File: src/cond_defs.svh
////////////////////////////////////////
// widths and default timing shared by the conditioning rtl
// phase length assumes the 20 MHz board clock
// spi frame is fixed at 32 bits, msb first
////////////////////////////////////////

`ifndef COND_DEFS_SVH
`define COND_DEFS_SVH

// conditioning vector, monitor down to azmux
`define COND_NUM_BITS 22

// one spi frame is address then data
`define SPI_FRAME_BITS 32
`define SPI_ADDR_BITS 8
`define SPI_DATA_BITS 24

// one second per phase at 20 MHz
`define ACCUM_PHASE_CYCLES 20000000

// counter bit that blinks the led in the test pattern
`define TEST_PATTERN_LED_SHIFT 22

`endif
File: src/spi_reg_pkg.sv
////////////////////////////////////////
// spi frame layout and register map
// addresses are 7 bits, msb of the first byte marks a read
////////////////////////////////////////

`default_nettype none

package spi_reg_pkg;

  // frame as seen after all 32 bits are in, msb first on the wire
  typedef struct packed {
    // set for a pure readback, no write at chip select end
    logic        read_only;
    logic [6:0]  addr;
    logic [23:0] data;
  } spi_frame_t;

  // register map
  typedef enum logic [6:0] {
    // 24 bit readback test register
    ADDR_SCRATCH   = 7'd7,
    // bit 0 routes cs2 traffic to the 4094 chain
    ADDR_SPI_ROUTE = 7'd8,
    // bit 0 is the 4094 output enable
    ADDR_4094      = 7'd9,
    ADDR_MODE      = 7'd12
  } spi_addr_e;

endpackage

`default_nettype wire

File: src/cond_pkg.sv
////////////////////////////////////////
// types for the conditioning output vector
// field order must match the pin mapping in the top level
////////////////////////////////////////

`default_nettype none

package cond_pkg;

  // one vector drives every conditioning pin
  // mux fields are en, a2, a1, a0 from msb
  typedef struct packed {
    // monitor header, debug only
    logic [7:0] monitor;
    logic       led;
    // pre-charge switch
    logic       pc_sw;
    // u402
    logic [3:0] himux2;
    // u413
    logic [3:0] himux;
    // u414
    logic [3:0] azmux;
  } cond_out_t;

  // pattern source written by the mcu
  typedef enum logic [1:0] {
    MODE_TEST_PATTERN = 2'd0,
    MODE_OFF          = 2'd1,
    MODE_COUNTER      = 2'd2,
    MODE_ACCUM_CAP    = 2'd3
  } cond_mode_e;

endpackage

`default_nettype wire

File: src/dmm_ctrl_top.sv
////////////////////////////////////////
// dmm front end control, single clk domain
// mux pins are en, a2, a1, a0 from msb
// ACCUM_PHASE_CYCLES sets each cap test phase
////////////////////////////////////////

`timescale 1ns/100ps
`default_nettype none

`include "cond_defs.svh"

module dmm_ctrl_top #(
  parameter int ACCUM_PHASE_CYCLES = `ACCUM_PHASE_CYCLES
) (
  input  wire        clk,
  input  wire        reset,
  // mcu spi
  input  wire        spi_sck,
  input  wire        spi_cs_n,
  input  wire        spi_cs2_n,
  input  wire        spi_mosi,
  output logic       spi_miso,
  // 4094 chain
  input  wire        u1004_4094_data,
  output logic       glb_4094_clk,
  output logic       glb_4094_data,
  output logic       glb_4094_strobe,
  output logic       oe_4094,
  // conditioning
  output logic [7:0] mon,
  output logic       led0,
  output logic       sig_pc_sw_ctl,
  output logic [3:0] u402_ctl,
  output logic [3:0] u413_ctl,
  output logic [3:0] u414_ctl
);

  cond_pkg::cond_mode_e mode;
  cond_pkg::cond_out_t  test_pattern_out;
  cond_pkg::cond_out_t  accum_out;
  cond_pkg::cond_out_t  cond_out;

  spi_control_port u_spi_control_port (
    .clk             (clk),
    .reset           (reset),
    .spi_sck         (spi_sck),
    .spi_cs_n        (spi_cs_n),
    .spi_cs2_n       (spi_cs2_n),
    .spi_mosi        (spi_mosi),
    .u1004_4094_data (u1004_4094_data),
    .spi_miso        (spi_miso),
    .glb_4094_clk    (glb_4094_clk),
    .glb_4094_data   (glb_4094_data),
    .glb_4094_strobe (glb_4094_strobe),
    .oe_4094         (oe_4094),
    .mode            (mode)
  );

  test_pattern u_test_pattern (
    .clk     (clk),
    .reset   (reset),
    .pattern (test_pattern_out)
  );

  accum_cap_sequencer #(
    .PHASE_CYCLES (ACCUM_PHASE_CYCLES)
  ) u_accum_cap_sequencer (
    .clk     (clk),
    .reset   (reset),
    .pattern (accum_out)
  );

  cond_source_select u_cond_source_select (
    .clk             (clk),
    .reset           (reset),
    .mode            (mode),
    .test_pattern_in (test_pattern_out),
    .accum_in        (accum_out),
    .cond_out        (cond_out)
  );

  // fields out to the board pins
  assign mon           = cond_out.monitor;
  assign led0          = cond_out.led;
  assign sig_pc_sw_ctl = cond_out.pc_sw;
  // u402 himux2, u413 himux, u414 azmux
  assign u402_ctl      = cond_out.himux2;
  assign u413_ctl      = cond_out.himux;
  assign u414_ctl      = cond_out.azmux;

endmodule

`default_nettype wire

File: src/cond_source_select.sv
////////////////////////////////////////
// picks the pattern source for the conditioning pins
// output is registered, one clk behind the source
////////////////////////////////////////

`timescale 1ns/100ps
`default_nettype none

`include "cond_defs.svh"

module cond_source_select (
  input  wire                  clk,
  input  wire                  reset,
  input  wire cond_pkg::cond_mode_e mode,
  input  wire cond_pkg::cond_out_t  test_pattern_in,
  input  wire cond_pkg::cond_out_t  accum_in,
  output cond_pkg::cond_out_t  cond_out
);

  logic [`COND_NUM_BITS-1:0] counter;
  cond_pkg::cond_out_t       selected;

  // raw counter source, spans the whole vector
  always_ff @(posedge clk or posedge reset)
  begin
    if (reset)
      counter <= '0;
    else
      counter <= counter + 1'b1;
  end

  always_comb
  begin
    case (mode)
      cond_pkg::MODE_TEST_PATTERN: selected = test_pattern_in;
      cond_pkg::MODE_OFF:          selected = '0;
      cond_pkg::MODE_COUNTER:      selected = cond_pkg::cond_out_t'(counter);
      cond_pkg::MODE_ACCUM_CAP:    selected = accum_in;
      default:                     selected = '0;
    endcase
  end

  // all switches open while in reset
  always_ff @(posedge clk or posedge reset)
  begin
    if (reset)
      cond_out <= '0;
    else
      cond_out <= selected;
  end

endmodule

`default_nettype wire

File: src/accum_cap_sequencer.sv
////////////////////////////////////////
// accumulation cap test, discharge then charge, repeating
// each phase lasts PHASE_CYCLES clk, PHASE_CYCLES >= 1
////////////////////////////////////////

`timescale 1ns/100ps
`default_nettype none

`include "cond_defs.svh"

module accum_cap_sequencer #(
  parameter int PHASE_CYCLES = `ACCUM_PHASE_CYCLES
) (
  input  wire                 clk,
  input  wire                 reset,
  output cond_pkg::cond_out_t pattern
);

  localparam int CNT_BITS = $clog2(2 * PHASE_CYCLES);
  localparam logic [CNT_BITS-1:0] CNT_LAST   = CNT_BITS'(2 * PHASE_CYCLES - 1);
  localparam logic [CNT_BITS-1:0] CNT_CHARGE = CNT_BITS'(PHASE_CYCLES);

  // s2, himux takes the himux2 output
  localparam logic [3:0] HIMUX_S2   = 4'b1001;
  // s4, ground to clear charge on the cap
  localparam logic [3:0] HIMUX2_GND = 4'b1011;
  // s1, dcv source hi
  localparam logic [3:0] HIMUX2_DCV = 4'b1000;

  localparam cond_pkg::cond_out_t DISCHARGE_STATE = '{
    monitor: 8'h00, led: 1'b0, pc_sw: 1'b0,
    himux2: HIMUX2_GND, himux: HIMUX_S2, azmux: 4'b0000
  };
  localparam cond_pkg::cond_out_t CHARGE_STATE = '{
    monitor: 8'h00, led: 1'b1, pc_sw: 1'b0,
    himux2: HIMUX2_DCV, himux: HIMUX_S2, azmux: 4'b0000
  };

  logic [CNT_BITS-1:0] count;
  logic                charge;

  // position within one full period
  always_ff @(posedge clk or posedge reset)
  begin
    if (reset)
      count <= '0;
    else if (count == CNT_LAST)
      count <= '0;
    else
      count <= count + 1'b1;
  end

  // second half of the period connects the source
  assign charge = (count >= CNT_CHARGE);

  always_ff @(posedge clk or posedge reset)
  begin
    if (reset)
      pattern <= DISCHARGE_STATE;
    else
      pattern <= charge ? CHARGE_STATE : DISCHARGE_STATE;
  end

endmodule

`default_nettype wire

File: src/test_pattern.sv
////////////////////////////////////////
// free-running pattern for bring-up
// all mux controls stay off
////////////////////////////////////////

`timescale 1ns/100ps
`default_nettype none

`include "cond_defs.svh"

module test_pattern (
  input  wire                 clk,
  input  wire                 reset,
  output cond_pkg::cond_out_t pattern
);

  logic [31:0] counter;

  always_ff @(posedge clk or posedge reset)
  begin
    if (reset)
      counter <= '0;
    else
      counter <= counter + 1'b1;
  end

  // monitor counts every clk, led blinks off a high bit
  always_comb
  begin
    pattern         = '0;
    pattern.monitor = counter[7:0];
    pattern.led     = counter[`TEST_PATTERN_LED_SHIFT];
  end

endmodule

`default_nettype wire

File: src/spi_control_port.sv
////////////////////////////////////////
// spi mode 0 slave, pins oversampled by clk
// sck must stay well below clk/4 for clean edge detect
// writes land only on frames of exactly 32 bits
// 4094 pass-through uses the synchronized pins
////////////////////////////////////////

`timescale 1ns/100ps
`default_nettype none

`include "cond_defs.svh"

module spi_control_port (
  input  wire                  clk,
  input  wire                  reset,
  input  wire                  spi_sck,
  input  wire                  spi_cs_n,
  input  wire                  spi_cs2_n,
  input  wire                  spi_mosi,
  input  wire                  u1004_4094_data,
  output logic                 spi_miso,
  output logic                 glb_4094_clk,
  output logic                 glb_4094_data,
  output logic                 glb_4094_strobe,
  output logic                 oe_4094,
  output cond_pkg::cond_mode_e mode
);

  // raw spi pins, sampled together
  typedef struct packed {
    logic sck;
    logic cs_n;
    logic cs2_n;
    logic mosi;
  } spi_pins_t;

  // idle bus, both selects released
  localparam spi_pins_t PINS_IDLE = '{sck: 1'b0, cs_n: 1'b1, cs2_n: 1'b1, mosi: 1'b0};
  // one spare bit so overlong frames saturate above 32
  localparam int CNT_BITS = $clog2(`SPI_FRAME_BITS) + 1;
  localparam logic [CNT_BITS-1:0] CNT_MAX = '1;

  spi_pins_t                  pins_meta;
  spi_pins_t                  pins_sync;
  spi_pins_t                  pins_prev;
  logic                       sck_rise;
  logic                       sck_fall;
  logic                       cs_end;
  logic [CNT_BITS-1:0]        bit_cnt;
  logic [`SPI_FRAME_BITS-1:0] rx_shift;
  logic [`SPI_DATA_BITS-1:0]  tx_shift;
  logic [`SPI_DATA_BITS-1:0]  rd_data;
  spi_reg_pkg::spi_frame_t    frame;
  spi_reg_pkg::spi_addr_e     rd_addr;
  logic [`SPI_DATA_BITS-1:0]  reg_scratch;
  logic                       reg_route;
  logic                       route_active;

  ////////////////////////////////////////
  // input sync and edge detect

  // two flops into clk domain, third for edges
  always_ff @(posedge clk or posedge reset)
  begin
    if (reset)
    begin
      pins_meta <= PINS_IDLE;
      pins_sync <= PINS_IDLE;
      pins_prev <= PINS_IDLE;
    end
    else
    begin
      pins_meta <= '{sck: spi_sck, cs_n: spi_cs_n, cs2_n: spi_cs2_n, mosi: spi_mosi};
      pins_sync <= pins_meta;
      pins_prev <= pins_sync;
    end
  end

  assign sck_rise = pins_sync.sck & ~pins_prev.sck;
  assign sck_fall = ~pins_sync.sck & pins_prev.sck;
  // frame closes on chip select release
  assign cs_end   = pins_sync.cs_n & ~pins_prev.cs_n;

  ////////////////////////////////////////
  // frame receive

  // mosi sampled on sck rise
  always_ff @(posedge clk)
  begin
    if (sck_rise && !pins_sync.cs_n)
      rx_shift <= {rx_shift[`SPI_FRAME_BITS-2:0], pins_sync.mosi};
  end

  always_ff @(posedge clk or posedge reset)
  begin
    if (reset)
      bit_cnt <= '0;
    else if (pins_sync.cs_n)
      bit_cnt <= '0;
    else if (sck_rise && bit_cnt != CNT_MAX)
      bit_cnt <= bit_cnt + 1'b1;
  end

  assign frame   = spi_reg_pkg::spi_frame_t'(rx_shift);
  // after the first byte the address sits in the low bits
  assign rd_addr = spi_reg_pkg::spi_addr_e'(rx_shift[`SPI_ADDR_BITS-2:0]);

  ////////////////////////////////////////
  // readback

  // unmapped addresses read zero
  always_comb
  begin
    rd_data = '0;
    case (rd_addr)
      spi_reg_pkg::ADDR_SCRATCH:   rd_data = reg_scratch;
      spi_reg_pkg::ADDR_SPI_ROUTE: rd_data[0] = reg_route;
      spi_reg_pkg::ADDR_4094:      rd_data[0] = oe_4094;
      spi_reg_pkg::ADDR_MODE:      rd_data[1:0] = mode;
      default:                     rd_data = '0;
    endcase
  end

  // load on the fall after bit 8, so the mcu sees data msb on rise 9
  always_ff @(posedge clk or posedge reset)
  begin
    if (reset)
      tx_shift <= '0;
    else if (pins_sync.cs_n)
      tx_shift <= '0;
    else if (sck_fall)
    begin
      if (bit_cnt == CNT_BITS'(`SPI_ADDR_BITS))
        tx_shift <= rd_data;
      else
        tx_shift <= {tx_shift[`SPI_DATA_BITS-2:0], 1'b0};
    end
  end

  ////////////////////////////////////////
  // register file

  always_ff @(posedge clk or posedge reset)
  begin
    if (reset)
    begin
      reg_scratch <= '0;
      reg_route   <= 1'b0;
      oe_4094     <= 1'b0;
      mode        <= cond_pkg::MODE_TEST_PATTERN;
    end
    else if (cs_end && bit_cnt == CNT_BITS'(`SPI_FRAME_BITS) && !frame.read_only)
    begin
      case (spi_reg_pkg::spi_addr_e'(frame.addr))
        spi_reg_pkg::ADDR_SCRATCH:   reg_scratch <= frame.data;
        spi_reg_pkg::ADDR_SPI_ROUTE: reg_route <= frame.data[0];
        spi_reg_pkg::ADDR_4094:      oe_4094 <= frame.data[0];
        spi_reg_pkg::ADDR_MODE:      mode <= cond_pkg::cond_mode_e'(frame.data[1:0]);
        default:                     ;
      endcase
    end
  end

  ////////////////////////////////////////
  // 4094 routing

  // cs2 only reaches the chain when route bit is set
  assign route_active    = reg_route & ~pins_sync.cs2_n;
  assign glb_4094_clk    = route_active & pins_sync.sck;
  assign glb_4094_data   = route_active & pins_sync.mosi;
  // strobe held high so the 4094 latches follow the shift stage
  assign glb_4094_strobe = route_active;

  // chain readback wins, port readback only under cs
  assign spi_miso = route_active ? u1004_4094_data :
                    (!pins_sync.cs_n ? tx_shift[`SPI_DATA_BITS-1] : 1'b0);

endmodule

`default_nettype wire

File: config.mk
export PLATFORM = sky130hd
export DESIGN_NAME = dmm_ctrl_top
export DESIGN_NICKNAME = d
export VERILOG_FILES = /design/src/spi_reg_pkg.sv /design/src/cond_pkg.sv /design/src/dmm_ctrl_top.sv /design/src/cond_source_select.sv /design/src/accum_cap_sequencer.sv /design/src/test_pattern.sv /design/src/spi_control_port.sv
export VERILOG_INCLUDE_DIRS = /design/src
export SDC_FILE = /design/constraint.sdc
export NUM_CORES = 1
export LEC_CHECK = 0
export ABC_AREA = 1
export BUFFER_PORTS_ARGS = -buffer_cell sky130_fd_sc_hd__buf_4
export CAP_MARGIN = 20
export CORE_MARGIN = 10
export CORE_UTILIZATION = 41
export CTS_CLUSTER_DIAMETER = 200
export CTS_CLUSTER_SIZE = 14
export DETAILED_ROUTE_END_ITERATION = 16
export GPL_ROUTABILITY_DRIVEN = 0
export HOLD_SLACK_MARGIN = 0.06
export SLEW_MARGIN = 0
export SYNTH_ARGS = -nofsm -noshare
export SYNTH_HDL_FRONTEND = slang
export SYNTH_SLANG_ARGS = --single-unit
File: constraint.sdc
create_clock -name clk -period 7.3 [get_ports clk]
set_clock_uncertainty 0.15 [all_clocks]
set_input_delay 1.095 -clock clk [delete_from_list [all_inputs] [get_ports clk]]
set_output_delay 1.095 -clock clk [all_outputs]
set_load 0.02 [all_outputs]
==> results.py <==
metrics = {
    "routing": {
        "via_per_inst": 4.75,
        "drt_first_pass_iters": 5,
        "drtIter0Drc": 501,
        "num_vias": 6544,
        "drc": 0,
        "avgRoutedWirePerCell_um": 13.1,
        "final_antenna_net_count": 0,
        "routed_wl_mm": 18.1,
    },
    "synthesis": {
        "synth_flop_cell": "dfrtp_1",
        "synth.area.top_cells": "dfrtp_1 (43%), nand2_1 (13%), edfxtp_1 (11%)",
        "syn_area_per_cell_um2": 8.63,
        "synth-edff-count": 32,
        "synth_nets": 1061,
        "yosysMostFrequentCell": "nand2_1",
        "yosysSeqAreaShare_pct": 55.8,
        "syn_inst": 1048,
        "yosysWarnings": 0,
        "async_flop_share_pct": 83.6,
        "ys_ff_latch": 195,
        "syn_area_um2": 9050,
        "synth_top_area_share_pct": 43.4,
        "yosys.area.top_type": "dfrtp_1",
        "synth.top_cells.by_count": "nand2_1 (319), dfrtp_1 (157), inv_1 (132)",
        "yosysUniqueCellTypes": 38,
    },
    "power_and_ir_drop": {
        "power_density_nw_per_um2": 213,
        "leakage_nw": 5.11,
        "peakVddDrop_mv": 0.131,
    },
    "sta": {
        "min_period_ns": 2.72,
        "whs_ns": 0.193,
        "finalSetupTns_ns": 0,
        "rsz0062_at_grt": "no",
        "worst_slew_pin_slew_ns": 1.03,
        "period_share_pct": 37.3,
        "slew_viol_final": 0,
        "relSlewSlack_pct": 31.1,
        "fmax_mhz": 367,
        "setup-violations-final": 0,
        "finalHoldViolations": 0,
    },
    "hold_path": {
        "hp-class": "register to register",
        "hold-path-cell-count": 0,
    },
    "clocking": {
        "clk_latency_ns": 0.43,
        "clock-root-buffer": "clkbuf_16",
        "cts-resized-gates": 0,
        "cts.sinks": 195,
        "h-tree-depth": 4,
        "cts-buffers-inserted": 17,
        "cts_hold_buf": 0,
        "path_clk_slew_ns": 0.07,
        "cts_max_path_buffers": 2,
        "cts_tree": "built",
        "post-cts-setup-buffer-count": 0,
    },
    "critical_path": {
        "rr_worst_depth": 9,
        "worst_setup_path_start_kind": "input pin",
        "worstPathArrival_ns": 1.48,
        "end_kind": "output pin",
        "crit_type": "input pin to output pin",
        "cp_max_fo": 1,
        "required_ns": 6.05,
    },
    "grt": {
        "antenna_found_initial": 0,
        "grt_pass1_vias": 6416,
        "grt_usage_pct": 13.3,
        "grt_max_degree": 86,
        "grt_overflow": 0,
        "grt_first_pass_wirelength_mm": 31.3,
    },
    "cells_and_area": {
        "fin_util_pct": 47.1,
        "design_area_um2": 10300,
        "drive_above_1_share_pct": 12.9,
        "insertedDiodeCount": 0,
        "area_growth_syn_to_layout_pct": 13.3,
        "fillers": 2137,
        "finalNetCount": 1099,
    },
    "job": {
        "max_cap_viol_count": 0,
    },
    "floorplan": {
        "start_util_pct": 41.6,
        "fp.dieW_um": 169,
        "dieArea_um2": 28400,
        "die_h_um": 169,
        "rows": 54,
        "ios": 34,
        "core_um2": 21800,
    },
    "placed_design": {
        "dpl_cell_area_um2": 9580,
        "place_hpwl_mm": 12.4,
        "portBuffers": 33,
    },
    "run_status": {
        "status": "completed",
    },
}
metrics by stage:
| stage | total power, mW | std cells | worst slack (ns) |
|---|---|---|---|
| floorplan | 1.16 | 1048 | 1.66 |
| global placement | 1.18 | 1345 | 4.26 |
| detailed placement | 1.18 | 1346 | 4.24 |
| CTS | 2.21 | 1378 | 4.57 |
| global route | 2.26 | 1379 | 4.53 |
| finish | 2.18 | 1379 | 4.58 |
layout by cell type (no fill, tap or decap), drive strengths merged:
cell type	count
nand3	71
a31oi	1
a21oi	4
or2	1
nand2	338
xnor2	5
bufinv	5
ha	6
and3	1
clkbuf	20
nand3b	6
xor2	38
edfxtp	32
nor4	1
buf	38
clkinvlp	2
o211ai	1
and2	1
nor3	22
clkinv	4
nor2	122
dfrtp	157
nand4	21
o22ai	9
dfstp	6
o21ai	37
inv	150
layout make-up:
class / count / area (um2) / share of cell area [%]
inverter: 149 / 564 / 5.50
timing repair buffer: 38 / 325 / 3.17
tap: 280 / 350 / 3.42
clock buffer: 20 / 447 / 4.36
multi-input combinational: 685 / 3320 / 32.4
sequential: 195 / 5050 / 49.2
clock inverter: 12 / 201 / 1.96
per-layer routing:
metal	part of all wire, %	GRT usage [%]	vias to the layer above
li1	-	-	3344
met3	3.3	2.99	16
met4	1.3	3.75	0
met1	50	18.2	3094
met5	0	0	-
met2	46	20.6	90
flip-flops by register name, summed over array words and instances, names as in the netlist:
signal / cells
u_cond_source_select.counter: 22
u_spi_control_port.pins_sync: 4
u_test_pattern.counter: 23
u_spi_control_port.oe_4094: 1
u_accum_cap_sequencer.count: 26
u_spi_control_port.frame: 32
u_spi_control_port.mode: 2
u_spi_control_port.tx_shift: 24
u_spi_control_port.reg_scratch: 24
u_accum_cap_sequencer.pattern: 2
u_spi_control_port.pins_meta: 4
u_spi_control_port.reg_route: 1
u_spi_control_port.bit_cnt: 6
u_cond_source_select.cond_out: 22
u_spi_control_port.pins_prev: 2
logic make-up after synthesis:
family / Yosys count / share of synthesized area, %
AO/OA/AOI/OAI: 52 / 3.46
buffers and inverters: 168 / 7.61
AND/OR/NAND/NOR: 584 / 28.2
XOR/XNOR: 43 / 4.16
adder cells (fa/ha/maj): 6 / 0.830
flip-flops: 195 / 55.8
report_power, final:
group / total [mW] / switching [mW] / internal, mW / leakage [nW]
logic: 0.0389 / 0.0313 / 0.00762 / 2.31
registers: 1.12 / 0.00573 / 1.11 / 2.49
clock network: 1.02 / 0.404 / 0.620 / 0.311
total: 2.18 / 0.441 / 1.74 / 5.11
critical path: stages:
cell	delay (ns)
buf_4	0.11
nand2_1	0.05
o21ai_0	0.07
buf_4	0.16
final timing paths:
kind	startpoint	endpoint	slack, ns
setup reg to reg	u_spi_control_port.bit_cnt[0]$_DFFE_PP0P_	u_spi_control_port.tx_shift[11]$_DFFE_PP0P_	4.92
setup / recovery	u1004_4094_data	spi_miso	4.58
max in group asynchronous	reset	u_cond_source_select.cond_out[6]$_DFF_PP0_	5.17
min in group asynchronous	reset	u_test_pattern.counter[14]$_DFF_PP0_	0.66
hold / removal	u_spi_control_port.pins_meta[3]$_DFF_PP0_	u_spi_control_port.pins_sync[3]$_DFF_PP0_	0.19
hold reg to reg	u_spi_control_port.pins_meta[3]$_DFF_PP0_	u_spi_control_port.pins_sync[3]$_DFF_PP0_	0.19
(Power assumes the default switching activity.)
